==> src/logic/cache_pkg.sv <==
package cache_pkg;

	// widths
	// --------------------
	localparam int BW_WORD_ADDR = 16;                    // core word address
	localparam int BW_BLOCK     = 2;                     // four words per block

	typedef logic [31:0]             word_t;             // data word
	typedef logic [BW_WORD_ADDR-1:0] word_addr_t;        // word address
	typedef logic [BW_BLOCK-1:0]     word_off_t;         // word inside a block
	typedef logic [31:0]             count_t;            // perf counter value

	// bundles
	// --------------------
	typedef struct packed {
		logic       rw;                                  // 1: write
		word_addr_t addr;
		word_t      data;                                // write data
	} core_req_t;

	typedef struct packed {
		logic       rw;                                  // 1: writeback, 0: fill
		word_addr_t addr;                                // block base address
		logic       block;                               // four word burst
	} mem_cmd_t;

	typedef struct packed {
		logic hit;                                       // single cycle pulses
		logic miss;
		logic writeback;
	} perf_flags_t;

	// comm port counter select on comm_i[1:0]
	typedef enum logic [1:0] {
		PERF_HITS       = 2'd0,
		PERF_MISSES     = 2'd1,
		PERF_WRITEBACKS = 2'd2
	} perf_sel_e;

endpackage

==> src/logic/tag_memory_2way.sv <==
`timescale 1ns/100ps

module tag_memory_2way import cache_pkg::*; #(
	parameter int CACHE_BLOCK_CAPACITY = 16,
	localparam int N_SETS = CACHE_BLOCK_CAPACITY / 2,            // two blocks per set
	localparam int BW_SET = $clog2(N_SETS),
	localparam int BW_TAG = BW_WORD_ADDR - BW_SET - BW_BLOCK
) (
	input  logic              clock_i,
	input  logic              rst_n_i,
	input  logic [BW_SET-1:0] set_i,                             // set under lookup
	input  logic [BW_TAG-1:0] tag_i,                             // request tag
	output logic              hit_o,
	output logic              hit_way_o,
	output logic              victim_way_o,                      // way to replace
	output logic [BW_TAG-1:0] victim_tag_o,
	output logic              victim_dirty_o,
	input  logic              touch_i,                           // make touch_way_i MRU
	input  logic              touch_way_i,
	input  logic              install_i,                         // new tag into victim way
	input  logic              dirty_set_i                        // mark touch_way_i dirty
);

	logic [BW_TAG-1:0]      tag_q [2][N_SETS];                  // tag storage, per way
	logic [N_SETS-1:0][1:0] valid_q;
	logic [N_SETS-1:0][1:0] dirty_q;
	logic [N_SETS-1:0]      lru_q;                               // least recently used way
	logic [1:0]             way_hit;

	// lookup
	// --------------------
	always_comb begin
		for (int w = 0; w < 2; w++) begin
			way_hit[w] = valid_q[set_i][w] && (tag_q[w][set_i] == tag_i);
		end
	end

	assign hit_o     = |way_hit;
	assign hit_way_o = way_hit[1];                               // way 0 otherwise

	// free way first, then the LRU one
	always_comb begin
		if (!valid_q[set_i][0])
			victim_way_o = 1'b0;
		else if (!valid_q[set_i][1])
			victim_way_o = 1'b1;
		else
			victim_way_o = lru_q[set_i];
	end

	assign victim_tag_o   = tag_q[victim_way_o][set_i];
	assign victim_dirty_o = valid_q[set_i][victim_way_o] && dirty_q[set_i][victim_way_o];

	// updates
	// --------------------
	always_ff @(posedge clock_i or negedge rst_n_i) begin
		if (!rst_n_i) begin
			valid_q <= '0;                                       // all lines invalid
			dirty_q <= '0;
			lru_q   <= '0;
		end else begin
			if (install_i) begin
				valid_q[set_i][victim_way_o] <= 1'b1;
				dirty_q[set_i][victim_way_o] <= 1'b0;            // clean after fill
				lru_q[set_i]                 <= ~victim_way_o;   // other way ages
			end
			if (touch_i)
				lru_q[set_i] <= ~touch_way_i;
			if (dirty_set_i)
				dirty_q[set_i][touch_way_i] <= 1'b1;             // write hit
		end
	end

	always_ff @(posedge clock_i) begin
		if (install_i)
			tag_q[victim_way_o][set_i] <= tag_i;
	end

	// controller must never touch one way while installing into the other
	a_install_touch_same_way: assert property (@(posedge clock_i) disable iff (!rst_n_i)
		(install_i && touch_i) |-> (touch_way_i == victim_way_o));

endmodule

==> src/logic/cache_data_ram.sv <==
`timescale 1ns/100ps

module cache_data_ram import cache_pkg::*; #(
	parameter int CACHE_BLOCK_CAPACITY = 16,
	localparam int BW_ADDR = $clog2(CACHE_BLOCK_CAPACITY) + BW_BLOCK,  // {way, set, word}
	localparam int DEPTH   = CACHE_BLOCK_CAPACITY << BW_BLOCK
) (
	input  logic               clock_i,
	input  logic [BW_ADDR-1:0] addr_i,
	input  logic               wren_i,
	input  word_t              data_i,
	output word_t              data_o                             // one cycle after addr_i
);

	word_t mem_q [DEPTH];                                         // both ways

	always_ff @(posedge clock_i) begin
		if (wren_i)
			mem_q[addr_i] <= data_i;
		data_o <= mem_q[addr_i];                                  // read before write
	end

endmodule

==> src/logic/cache_2way_controller.sv <==
`timescale 1ns/100ps

module cache_2way_controller import cache_pkg::*; #(
	parameter int CACHE_BLOCK_CAPACITY = 16,
	localparam int BW_SET = $clog2(CACHE_BLOCK_CAPACITY / 2),
	localparam int BW_TAG = BW_WORD_ADDR - BW_SET - BW_BLOCK,
	localparam int BW_RAM = 1 + BW_SET + BW_BLOCK                     // {way, set, word}
) (
	input  logic              clock_i,
	input  logic              rst_n_i,
	input  logic              en_i,                                 // low blocks new requests

	// core side
	input  logic              core_req_valid_i,
	input  logic              core_rw_i,                            // 1: write
	input  word_t             core_data_i,
	input  logic [BW_TAG-1:0] core_tag_i,
	input  logic [BW_SET-1:0] core_set_i,
	input  word_off_t         core_word_i,
	output logic              core_done_o,
	output logic              core_hit_o,

	// tag memory
	output logic [BW_SET-1:0] set_o,
	input  logic              hit_i,
	input  logic              hit_way_i,
	input  logic              victim_way_i,
	input  logic [BW_TAG-1:0] victim_tag_i,
	input  logic              victim_dirty_i,
	output logic              touch_o,
	output logic              touch_way_o,
	output logic              install_o,
	output logic              dirty_set_o,

	// data ram
	output logic [BW_RAM-1:0] ram_addr_o,
	output logic              ram_wren_o,
	output word_t             ram_data_o,
	input  word_t             ram_data_i,

	// memory command and buffers
	output logic              mem_req_o,
	output mem_cmd_t          mem_cmd_o,
	input  logic              mem_ready_i,
	input  logic              buffer_read_ready_i,
	output logic              buffer_read_o,
	input  word_t             buffer_data_i,
	input  logic              buffer_write_ready_i,
	output logic              buffer_write_o,
	output word_t             buffer_data_o,

	output perf_flags_t       flags_o
);

	typedef enum logic [2:0] {
		IDLE, LOOKUP, HIT_READ, WB_REQ, WB_DATA, FILL_REQ, FILL_DATA, DONE
	} state_e;

	state_e    state_q, state_d;
	word_off_t cnt_q, cnt_d;                                        // burst word index
	logic      way_q, way_d;                                        // way being replaced
	logic      filled_q, filled_d;                                  // request went through a fill
	logic      wb_strobe;
	logic      fill_strobe;
	logic      last_word;

	assign last_word   = (cnt_q == '1);
	assign wb_strobe   = (state_q == WB_DATA) && buffer_write_ready_i;
	assign fill_strobe = (state_q == FILL_DATA) && buffer_read_ready_i;

	// tag memory control
	// --------------------
	assign set_o       = core_set_i;
	assign touch_o     = (state_q == LOOKUP) && hit_i;
	assign touch_way_o = hit_way_i;
	assign dirty_set_o = touch_o && core_rw_i;                      // write hit
	assign install_o   = fill_strobe && last_word;                  // last fill word

	// core, buffer and memory side
	// --------------------
	assign core_done_o    = (state_q == DONE);
	assign core_hit_o     = core_done_o && !filled_q;
	assign buffer_write_o = wb_strobe;
	assign buffer_read_o  = fill_strobe;
	assign buffer_data_o  = ram_data_i;                             // prefetched word
	assign mem_req_o      = (state_q == WB_REQ) || (state_q == FILL_REQ);

	always_comb begin
		mem_cmd_o.rw    = (state_q == WB_REQ);
		mem_cmd_o.block = 1'b1;                                     // always full block
		if (state_q == WB_REQ)
			mem_cmd_o.addr = {victim_tag_i, core_set_i, {BW_BLOCK{1'b0}}};
		else
			mem_cmd_o.addr = {core_tag_i, core_set_i, {BW_BLOCK{1'b0}}};
	end

	// ram port
	always_comb begin
		ram_addr_o = {way_q, core_set_i, cnt_q};                    // burst position
		ram_wren_o = 1'b0;
		ram_data_o = buffer_data_i;
		case (state_q)
			LOOKUP, HIT_READ: begin
				ram_addr_o = {hit_way_i, core_set_i, core_word_i};
				ram_wren_o = touch_o && core_rw_i;                  // write on hit only
				ram_data_o = core_data_i;
			end
			WB_DATA: begin
				if (wb_strobe)
					ram_addr_o = {way_q, core_set_i, cnt_q + 1'b1}; // one word ahead
			end
			FILL_DATA: begin
				ram_wren_o = fill_strobe;
			end
			default: ;
		endcase
	end

	// perf flags
	assign flags_o.hit       = touch_o && !filled_q;                // no hit after refill
	assign flags_o.miss      = (state_q == LOOKUP) && !hit_i;
	assign flags_o.writeback = flags_o.miss && victim_dirty_i;

	// FSM
	// --------------------
	always_comb begin
		state_d  = state_q;
		cnt_d    = cnt_q;
		way_d    = way_q;
		filled_d = filled_q;
		case (state_q)
			IDLE: begin
				if (en_i && core_req_valid_i) begin
					state_d  = LOOKUP;
					filled_d = 1'b0;
				end
			end
			LOOKUP: begin
				cnt_d = '0;
				if (hit_i) begin
					state_d = HIT_READ;
				end else begin
					way_d   = victim_way_i;                         // lock victim
					state_d = victim_dirty_i ? WB_REQ : FILL_REQ;
				end
			end
			HIT_READ: state_d = DONE;                               // ram data valid next
			WB_REQ: begin
				if (mem_ready_i)
					state_d = WB_DATA;
			end
			WB_DATA: begin
				if (wb_strobe) begin
					cnt_d = cnt_q + 1'b1;
					if (last_word)
						state_d = FILL_REQ;
				end
			end
			FILL_REQ: begin
				if (mem_ready_i)
					state_d = FILL_DATA;
			end
			FILL_DATA: begin
				if (fill_strobe) begin
					cnt_d = cnt_q + 1'b1;
					if (last_word) begin
						state_d  = LOOKUP;                          // replay as hit
						filled_d = 1'b1;
					end
				end
			end
			DONE: state_d = IDLE;
			default: state_d = IDLE;
		endcase
	end

	always_ff @(posedge clock_i or negedge rst_n_i) begin
		if (!rst_n_i) begin
			state_q  <= IDLE;
			cnt_q    <= '0;
			way_q    <= 1'b0;
			filled_q <= 1'b0;
		end else begin
			state_q  <= state_d;
			cnt_q    <= cnt_d;
			way_q    <= way_d;
			filled_q <= filled_d;
		end
	end

	// request and its command stay put until memory takes them
	a_mem_req_held: assert property (@(posedge clock_i) disable iff (!rst_n_i)
		(mem_req_o && !mem_ready_i) |=> (mem_req_o && $stable(mem_cmd_o)));

	a_read_needs_ready: assert property (@(posedge clock_i) disable iff (!rst_n_i)
		buffer_read_o |-> (buffer_read_ready_i && !mem_req_o));

endmodule

==> src/logic/cache_performance_controller.sv <==
`timescale 1ns/100ps

module cache_performance_controller import cache_pkg::*; (
	input  logic        clock_i,
	input  logic        rst_n_i,
	input  perf_flags_t flags_i,
	input  logic [31:0] comm_i,                                     // [31] clear, [1:0] select
	output count_t      comm_o                                      // selected counter
);

	localparam int N_CNT = 3;

	count_t           cnt_q [N_CNT];                                // hits, misses, writebacks
	logic [N_CNT-1:0] inc;
	perf_sel_e        sel;
	logic             clr;

	assign inc = {flags_i.writeback, flags_i.miss, flags_i.hit};    // perf_sel_e order
	assign sel = perf_sel_e'(comm_i[1:0]);
	assign clr = comm_i[31];

	// counters
	// --------------------
	always_ff @(posedge clock_i or negedge rst_n_i) begin
		if (!rst_n_i) begin
			for (int i = 0; i < N_CNT; i++) begin
				cnt_q[i] <= '0;
			end
		end else begin
			for (int i = 0; i < N_CNT; i++) begin
				if (clr && (sel == perf_sel_e'(i)))
					cnt_q[i] <= '0;                                 // clear wins
				else if (inc[i] && (cnt_q[i] != '1))
					cnt_q[i] <= cnt_q[i] + 1'b1;                    // saturate at max
			end
		end
	end

	// readback, one cycle behind comm_i
	always_ff @(posedge clock_i or negedge rst_n_i) begin
		if (!rst_n_i) begin
			comm_o <= '0;
		end else begin
			case (sel)
				PERF_HITS, PERF_MISSES, PERF_WRITEBACKS:
					comm_o <= clr ? '0 : cnt_q[sel];
				default:
					comm_o <= '0;                                   // unmapped select
			endcase
		end
	end

endmodule

==> src/logic/cache_2way.sv <==
`timescale 1ns/100ps

module cache_2way import cache_pkg::*; #(
	parameter int CACHE_BLOCK_CAPACITY = 16,                        // blocks, two per set
	localparam int BW_SET = $clog2(CACHE_BLOCK_CAPACITY / 2),
	localparam int BW_TAG = BW_WORD_ADDR - BW_SET - BW_BLOCK,
	localparam int BW_RAM = 1 + BW_SET + BW_BLOCK
) (
	input  logic        clock_i,
	input  logic        rst_n_i,
	input  logic        en_i,
	input  logic        core_req_valid_i,
	input  core_req_t   core_req_i,                                 // held until done
	output logic        core_done_o,
	output logic        core_hit_o,
	output word_t       core_data_o,
	output logic        mem_req_o,
	output mem_cmd_t    mem_cmd_o,
	input  logic        mem_ready_i,
	input  logic        buffer_read_ready_i,
	output logic        buffer_read_o,
	input  word_t       buffer_data_i,
	input  logic        buffer_write_ready_i,
	output logic        buffer_write_o,
	output word_t       buffer_data_o,
	input  logic [31:0] comm_i,
	output count_t      comm_o
);

	// address split
	// --------------------
	logic [BW_TAG-1:0] req_tag;
	logic [BW_SET-1:0] req_set;
	word_off_t         req_word;

	assign {req_tag, req_set, req_word} = core_req_i.addr;          // [tag|set|word]

	// internal wiring
	logic [BW_SET-1:0] tm_set;
	logic              tm_hit, tm_hit_way;
	logic              tm_victim_way, tm_victim_dirty;
	logic [BW_TAG-1:0] tm_victim_tag;
	logic              tm_touch, tm_touch_way, tm_install, tm_dirty_set;
	logic [BW_RAM-1:0] ram_addr;
	logic              ram_wren;
	word_t             ram_wdata, ram_rdata;
	perf_flags_t       flags;

	assign core_data_o = ram_rdata;                                 // valid in done cycle

	tag_memory_2way #(
		.CACHE_BLOCK_CAPACITY (CACHE_BLOCK_CAPACITY)
	) i_tag_mem (
		.clock_i        (clock_i),
		.rst_n_i        (rst_n_i),
		.set_i          (tm_set),
		.tag_i          (req_tag),
		.hit_o          (tm_hit),
		.hit_way_o      (tm_hit_way),
		.victim_way_o   (tm_victim_way),
		.victim_tag_o   (tm_victim_tag),
		.victim_dirty_o (tm_victim_dirty),
		.touch_i        (tm_touch),
		.touch_way_i    (tm_touch_way),
		.install_i      (tm_install),
		.dirty_set_i    (tm_dirty_set)
	);

	cache_data_ram #(
		.CACHE_BLOCK_CAPACITY (CACHE_BLOCK_CAPACITY)
	) i_data_ram (
		.clock_i (clock_i),
		.addr_i  (ram_addr),
		.wren_i  (ram_wren),
		.data_i  (ram_wdata),
		.data_o  (ram_rdata)
	);

	cache_2way_controller #(
		.CACHE_BLOCK_CAPACITY (CACHE_BLOCK_CAPACITY)
	) i_ctrl (
		.clock_i              (clock_i),
		.rst_n_i              (rst_n_i),
		.en_i                 (en_i),
		.core_req_valid_i     (core_req_valid_i),
		.core_rw_i            (core_req_i.rw),
		.core_data_i          (core_req_i.data),
		.core_tag_i           (req_tag),
		.core_set_i           (req_set),
		.core_word_i          (req_word),
		.core_done_o          (core_done_o),
		.core_hit_o           (core_hit_o),
		.set_o                (tm_set),
		.hit_i                (tm_hit),
		.hit_way_i            (tm_hit_way),
		.victim_way_i         (tm_victim_way),
		.victim_tag_i         (tm_victim_tag),
		.victim_dirty_i       (tm_victim_dirty),
		.touch_o              (tm_touch),
		.touch_way_o          (tm_touch_way),
		.install_o            (tm_install),
		.dirty_set_o          (tm_dirty_set),
		.ram_addr_o           (ram_addr),
		.ram_wren_o           (ram_wren),
		.ram_data_o           (ram_wdata),
		.ram_data_i           (ram_rdata),
		.mem_req_o            (mem_req_o),
		.mem_cmd_o            (mem_cmd_o),
		.mem_ready_i          (mem_ready_i),
		.buffer_read_ready_i  (buffer_read_ready_i),
		.buffer_read_o        (buffer_read_o),
		.buffer_data_i        (buffer_data_i),
		.buffer_write_ready_i (buffer_write_ready_i),
		.buffer_write_o       (buffer_write_o),
		.buffer_data_o        (buffer_data_o),
		.flags_o              (flags)
	);

	cache_performance_controller i_perf (
		.clock_i (clock_i),
		.rst_n_i (rst_n_i),
		.flags_i (flags),
		.comm_i  (comm_i),
		.comm_o  (comm_o)
	);

endmodule

==> config.mk <==
export PLATFORM = sky130hd
export DESIGN_NAME = cache_2way
export DESIGN_NICKNAME = d
export VERILOG_FILES = /design/src/logic/cache_pkg.sv /design/src/logic/tag_memory_2way.sv /design/src/logic/cache_data_ram.sv /design/src/logic/cache_2way_controller.sv /design/src/logic/cache_performance_controller.sv /design/src/logic/cache_2way.sv
export SDC_FILE = /design/constraint.sdc
export NUM_CORES = 2
export LEC_CHECK = 0
export BUFFER_PORTS_ARGS = -buffer_cell sky130_fd_sc_hd__buf_2
export CAP_MARGIN = 0
export CORE_ASPECT_RATIO = 1.25
export CORE_MARGIN = 5
export CORE_UTILIZATION = 50
export DETAILED_ROUTE_END_ITERATION = 10
export GPL_TIMING_DRIVEN = 0
export MAX_ROUTING_LAYER = met4
export PLACE_DENSITY = 0.68
export SLEW_MARGIN = 20
export SYNTH_ARGS = -nofsm -noshare
export SYNTH_HDL_FRONTEND = slang
export SYNTH_HIERARCHICAL = 1
export SYNTH_SLANG_ARGS = --single-unit
==> constraint.sdc <==
create_clock -name clock_i -period 13.3 [get_ports clock_i]
set_input_delay 2.66 -clock clock_i [delete_from_list [all_inputs] [get_ports clock_i]]
set_output_delay 2.66 -clock clock_i [all_outputs]
set_load 0.1 [all_outputs]
Yosys cells after proc, flatten, opt, wreduce, memory -nomap -nowiden --
Memories as Yosys holds them, arrays and structs flattened. A register that Yosys moved wholly into a read port is not among the register bits. Cells that the tools add are included.
Word-level totals: memories kept 2, register bits after elaboration 175, memory bits (writable) 2224, bits in latches 0, input bits 120, output and inout bits 119, logic and storage cells 187, bits in read-only memories 0
Cells by class: reduce and logical (&&, ||, !) cells 40, shift-type cells 0, $add $sub $neg 4, div/mod/pow operators 0, bitwise operators 9, multiplexer cells 76, $lt $le $gt $ge 9, multipliers 0, equality and inequality tests 22
Memories:
- i_data_ram.mem_q | depth 64, bits a word 32, read ports 1, clocked after memory_dff 1, wr ports 1, RTL line cache_data_ram.sv:15 | word_t mem_q [DEPTH];
- i_tag_mem.tag_q | depth 2, bits a word 88, read ports 3, clocked after memory_dff 0, wr ports 1, RTL line tag_memory_2way.sv:24 | logic [BW_TAG-1:0] tag_q [2][N_SETS];
Operators with widths (number):
- 32-bit two-way mux | 11
- 11-bit binary-select mux with 3-bit select | 3
- 32-bit by 1-bit adder with 32-bit output, second input constant | 3
- 32-bit inequality test, second input constant | 3
- 88-bit two-way mux | 1
- 11-bit two-way mux | 7
- 32-bit binary-select mux with 2-bit select | 1
- 16-bit two-way mux | 3
- 11-bit demux with 3-bit select | 1
- 16-bit bitwise OR | 2
- 3-bit two-way mux | 9
- 3-bit case mux with 8 select lines | 1
- 1-bit logical AND | 23
- 11-bit equality test | 2
- 16-bit AND | 1
- 8-bit bitwise mux | 2
- 1-bit two-way mux | 16
- 8-bit two-way mux | 2
- 16-bit NOT | 1
- 2-bit two-way mux | 7
- 2-bit binary-select mux with 3-bit select | 2
- 2-bit demux with 3-bit select | 2
- 3-bit equality test, second input constant | 4
- 6-bit case mux with 2 select lines | 1
- 34 further kinds | 52

Longest topological paths before layout --
depth in word-level cells 15, depth in mapped cells 21, gate-level depth less buffers 14

Hierarchy --
The synthesis kept the hierarchy.
By module, submodules not included:
- cache_data_ram | times used 1, cells an instance 4239, seq. area each 62139.6 um2, area each 78928.2 um2
- tag_memory_2way | times used 1, cells an instance 727, seq. area each 6286.0 um2, area each 10035.9 um2
- cache_performance_controller | times used 1, cells an instance 784, seq. area each 3203.1 um2, area each 7029.2 um2
- cache_2way_controller | times used 1, cells an instance 162, seq. area each 175.2 um2, area each 1447.6 um2

Worst setup path before layout --
Ideal clock, no wire load.
path type input to output, start point input port core_req_i[35] (netlist name), end point output port mem_cmd_o[10] (netlist name), required time 10.640 ns, arrival 5.205 ns, stages on the path 12, path buffers 4, path slack 5.435 ns, cell sequence buf_4 -> buf_6 -> mux2_2 -> a32oi_1 -> a21oi_1 -> a211oi_2 -> buf_4 -> buf_2 -> mux2i_1 -> nor2_1 -> a2111o_1 -> mux2_2
RTL lines:
- from (decl) | RTL line cache_2way.sv:13 | input core_req_t core_req_i,
- to (decl) | RTL line cache_2way.sv:18 | output mem_cmd_t mem_cmd_o,

Final worst setup path --
start point input port core_req_i[34] (netlist name), end point register i_data_ram.data_o[8] (read register of i_data_ram.mem_q)
Between the ends: cells in the longest elaborated chain, start to end 7, elaborated cells on any way between the ends 9, classes of those cells 1 x eq/ne; 6 x mux; 1 x bitwise; 1 x reduce/logical
RTL lines:
- 3-bit NOT with 4-bit output (implied by the code) | RTL line tag_memory_2way.sv:34 | way_hit[w] = valid_q[set_i][w] && (tag_q[w][set_i] == tag_i);
- 11-bit binary-select mux with 3-bit select | RTL line tag_memory_2way.sv:34
- 11-bit two-way mux (implied by the code) (2 in series) | RTL line tag_memory_2way.sv:34
- 11-bit equality test | RTL line tag_memory_2way.sv:34
- 1-bit logical AND * | RTL line tag_memory_2way.sv:34
- net tm_hit_way | RTL line cache_2way.sv:40 | logic tm_hit, tm_hit_way;
- 6-bit case mux with 2 select lines * | RTL line cache_2way_controller.sv:102 | case (state_q)
- net ram_addr[5] | RTL line cache_2way.sv:44 | logic [BW_RAM-1:0] ram_addr;
- to (decl) | RTL line cache_data_ram.sv:12 | output word_t data_o
The timed path passes the listed nets; every way through them passes the cells marked *. The select of a mux whose other input is x is not followed. A chain may end at the register's enable or synchronous reset.

==> impl_metrics.py <==
metrics = {
    "synthesis": {
        "synth_seq_cells": 2431,
        "synth_top_area_cell": "edfxtp_1",
        "synthAdderAreaFrac": 0.000514,
        "async_flop_share": 0.0720,
        "yosys_warnings": 6,
        "seq_area_frac_synth": 0.737,
        "yosysTopAreaCellShare": 0.685,
        "yosys.area_share.simple": 0.0515,
        "yosys-top-cells-area": "edfxtp_1 (69%), dfrtp_1 (4.5%), mux2i_1 (3.5%), mux4_2 (2.6%), mux2_2 (2.4%)",
        "avgSynthCellArea_um2": 16.5,
        "synthMuxAreaShare": 0.0861,
        "synth_area_mm2": 0.0974,
        "synth-edff-count": 2224,
        "synth_cell_types": 100,
        "synth_xor_area_frac": 0.00404,
        "netlist_instances": 5912,
        "ys.flop_type": "edfxtp_1",
        "synth_top_family_by_area": "compound AO/OA/AOI/OAI gates",
        "synth_compound_area_frac": 0.0970,
    },
    "min_path": {
        "holdCritPathClass": "reg -> reg",
        "holdPathStages": 1,
        "min-delay-start": "i_tag_mem/valid_q[12]",
        "hold_end": "i_tag_mem/valid_q[12]",
    },
    "placed_design": {
        "dp_slack_ns": 2.98,
        "gp_congestion": 0.968,
        "dp_hpwl_mm": 204,
        "port_buffers": 202,
    },
    "global_route": {
        "grt_use_total": 0.296,
        "grt_pass1_vias": 58600,
        "top_usage_layer": "met2",
        "grt_use_met3": 0.0492,
        "antenna_found_initial": 11,
        "grt_use_met2": 0.477,
        "grt_pass1_wl_mm": 418,
        "grt_max_degree": 71,
        "overflow": 0,
        "use_met1": 0.351,
    },
    "timing": {
        "fin_skew_ns": 0.0372,
        "tns_ns": 0,
        "finalHoldViolCount": 0,
        "period_needed_ns": 9.67,
        "max_slew_margin": 0.0755,
        "worst_slew_pin_slew_ns": 1.35,
        "post-route-period-util": 0.727,
        "drv_slew": 0,
        "rsz0062_at_grt": "false",
        "finalSetupViolCount": 0,
        "layout_setup_ws_ns": 3.63,
        "fmax_mhz": 103,
    },
    "critical_path": {
        "cp_data_required_time_ns": 13.90,
        "cp_slowest_stage_delay_ns": 1.23,
        "arrival_ns": 10.27,
        "path_cells": "buf_4 -> buf_6 -> inv_1 -> buf_1 -> clkbuf_1 -> a22oi_1 -> o211ai_1 -> xor2_1 -> nor4_1 -> nand3_1 -> inv_1 -> mux2_2 -> nand2b_1 -> clkbuf_1 -> clkbuf_1 -> a31oi_1 -> a2111oi_0 -> nand3_1",
        "worstReg2RegEnd": "i_data_ram/data_o[8]",
        "path_max_fanout": 10,
        "worstSetupPathType": "in -> reg",
        "cpMostUsedCell": "clkbuf_1",
        "r2r_start": "i_ctrl/state_q[1]",
        "crit_slowest_cell": "a2111oi_0",
        "worstSetupEndpointType": "register",
        "r2r_cells": 15,
        "crit_path_start_kind": "input port",
        "setup.reg_to_reg.worst_slack_ns": 5.44,
    },
    "pwr": {
        "leakage_uw": 0.0375,
        "total_power_uw": 23500,
        "p_per_area_mw_per_mm2": 209,
        "max-vdd-ir-drop_mv": 0.291,
    },
    "clock_tree": {
        "root_buffer": "clkbuf_16",
        "cts_tree": "yes",
        "cts_resized": 0,
        "cts_sinks": 2431,
        "numCtsBuffers": 224,
        "cts.clk_slew.worst_paths_ns": 0.06,
        "cts_setup_buffers": 0,
        "clk_path_buf_depth": 3,
        "cts-htree-levels": 4,
        "insertion_delay_ns": 0.90,
        "postCtsHoldBufs": 0,
    },
    "floorplan": {
        "coreArea_mm2": 0.194,
        "start_util": 0.501,
        "die-area_mm2": 0.204,
        "num_rows": 181,
        "fp.dieH_um": 504,
        "die_w_um": 405,
        "pin_count": 239,
    },
    "run_status": {
        "status": "completed",
    },
    "cells_and_area": {
        "nets": 6556,
        "regArea_mm2": 0.0718,
        "multi_input_area_mm2": 0.0240,
        "fillCellCount": 14700,
        "area_delta_synth_final_pct": 15.0,
        "drive_above_1_share": 0.197,
    },
    "detailed_routing": {
        "viasPerCell": 6.52,
        "drtIter0Drc": 7936,
        "drc_errors": 0,
        "wl_per_cell_um": 32.5,
        "firstDrtPassIters": 9,
        "ant_nets": 0,
        "vias": 59900,
        "drt-total-wl_mm": 298,
    },
    "job": {
        "maxCapViolCount": 0,
    },
}
## Yosys cell counts (all sizes together), types with 111 or more instances
cell type	number
o21ai	161
dfrtp	175
a221oi	192
mux2i	340
nor2	303
a21oi	262
mux4	115
a22oi	217
nand2	130
mux2	212
o22ai	111
buf	236
clkbuf	216
edfxtp	2224
## how the worst max path moves through the flow
stage              startpoint                       end  slack [ns]  cells after the start
3_3_place_gp   core_req_i[34]  i_data_ram/mem_q[43][21]        1.82                     16
2_1_floorplan  core_req_i[35]             mem_cmd_o[10]        5.44                     12
5_1_grt        core_req_i[34]     i_data_ram/data_o[28]        3.82                     18
4_1_cts        core_req_i[34]     i_data_ram/data_o[28]        3.92                     18
6_report       core_req_i[34]      i_data_ram/data_o[8]        3.63                     18
3_5_place_dp   core_req_i[36]     i_data_ram/data_o[28]        2.98                     17
## layout by cell type, fill, tap and decap left out, types with 159 or more instances in the layout
| cell | count |
|---|---|
| dfrtp_1 | 175 |
| buf_2 | 320 |
| a221oi_1 | 190 |
| mux2_2 | 180 |
| clkbuf_16 | 227 |
| clkbuf_1 | 250 |
| mux2i_1 | 340 |
| o21ai_0 | 159 |
| edfxtp_1 | 2224 |
| a21oi_1 | 262 |
| nor2_1 | 221 |
| a22oi_1 | 215 |
## final cells by class
class / count / share of cell area
Antenna cell: 12 / 0.000268
Buffer: 452 / 0.0200
Multi-Input combinational cell: 3005 / 0.214
Tap cell: 2562 / 0.0286
Clock buffer: 277 / 0.0533
Inverter: 25 / 0.000837
Sequential cell: 2431 / 0.641
Clock inverter: 138 / 0.0141
Timing Repair Buffer: 293 / 0.0280
## logic make-up after synthesis
group | count (synthesis)
AND/OR/NAND/NOR | 953
AO/OA/AOI/OAI | 1333
multiplexers | 667
XOR/XNOR | 45
adder cells (fa/ha/maj) | 4
buffers and inverters | 477
flip-flops | 2431
other | 2
## registers in the layout (all words and copies together), names as in the netlist
name and flops:
i_tag_mem/lru_q 8, i_ctrl/state_q 3, i_perf/cnt_q 96, i_ctrl/cnt_q 2, i_perf/comm_o 32, i_data_ram/mem_q 2048
i_data_ram/data_o 32, i_ctrl/way_q 1, i_tag_mem/tag_q 176, i_ctrl/filled_q 1, i_tag_mem/dirty_q 16, i_tag_mem/valid_q 16
## power breakdown
group          switching, uW  internal, uW
combinational           5760          2240
clock                   2830          3730
sequential              69.7          8830
## worst max-delay path, delay by kind of cell
family,cells,cell delay [ns]
AO/OA/AOI/OAI,4,2.02
multiplexers,1,0.40
XOR/XNOR,1,0.17
buffers and inverters,8,3.44
AND/OR/NAND/NOR,4,1.53
## through the flow
stage	instance area, um^2	util	instances	hold slack (ns)
2_1_floorplan	97400	-	5913	0.427
3_3_place_gp	102000	0.523	8677	0.444
3_5_place_dp	104000	0.538	8768	0.447
4_1_cts	112000	0.577	9183	0.463
5_1_grt	112000	0.577	9191	0.479
6_report	112000	0.577	9195	0.463
## routing by layer
| metal | wire length (um) | vias up |
|---|---|---|
| met5 | 0 | - |
| met4 | 22600 | 0 |
| met3 | 27100 | 946 |
| met2 | 144000 | 3652 |
| met1 | 105000 | 30300 |
| li1 | - | 25000 |
Power figures use the tool's default switching activity.
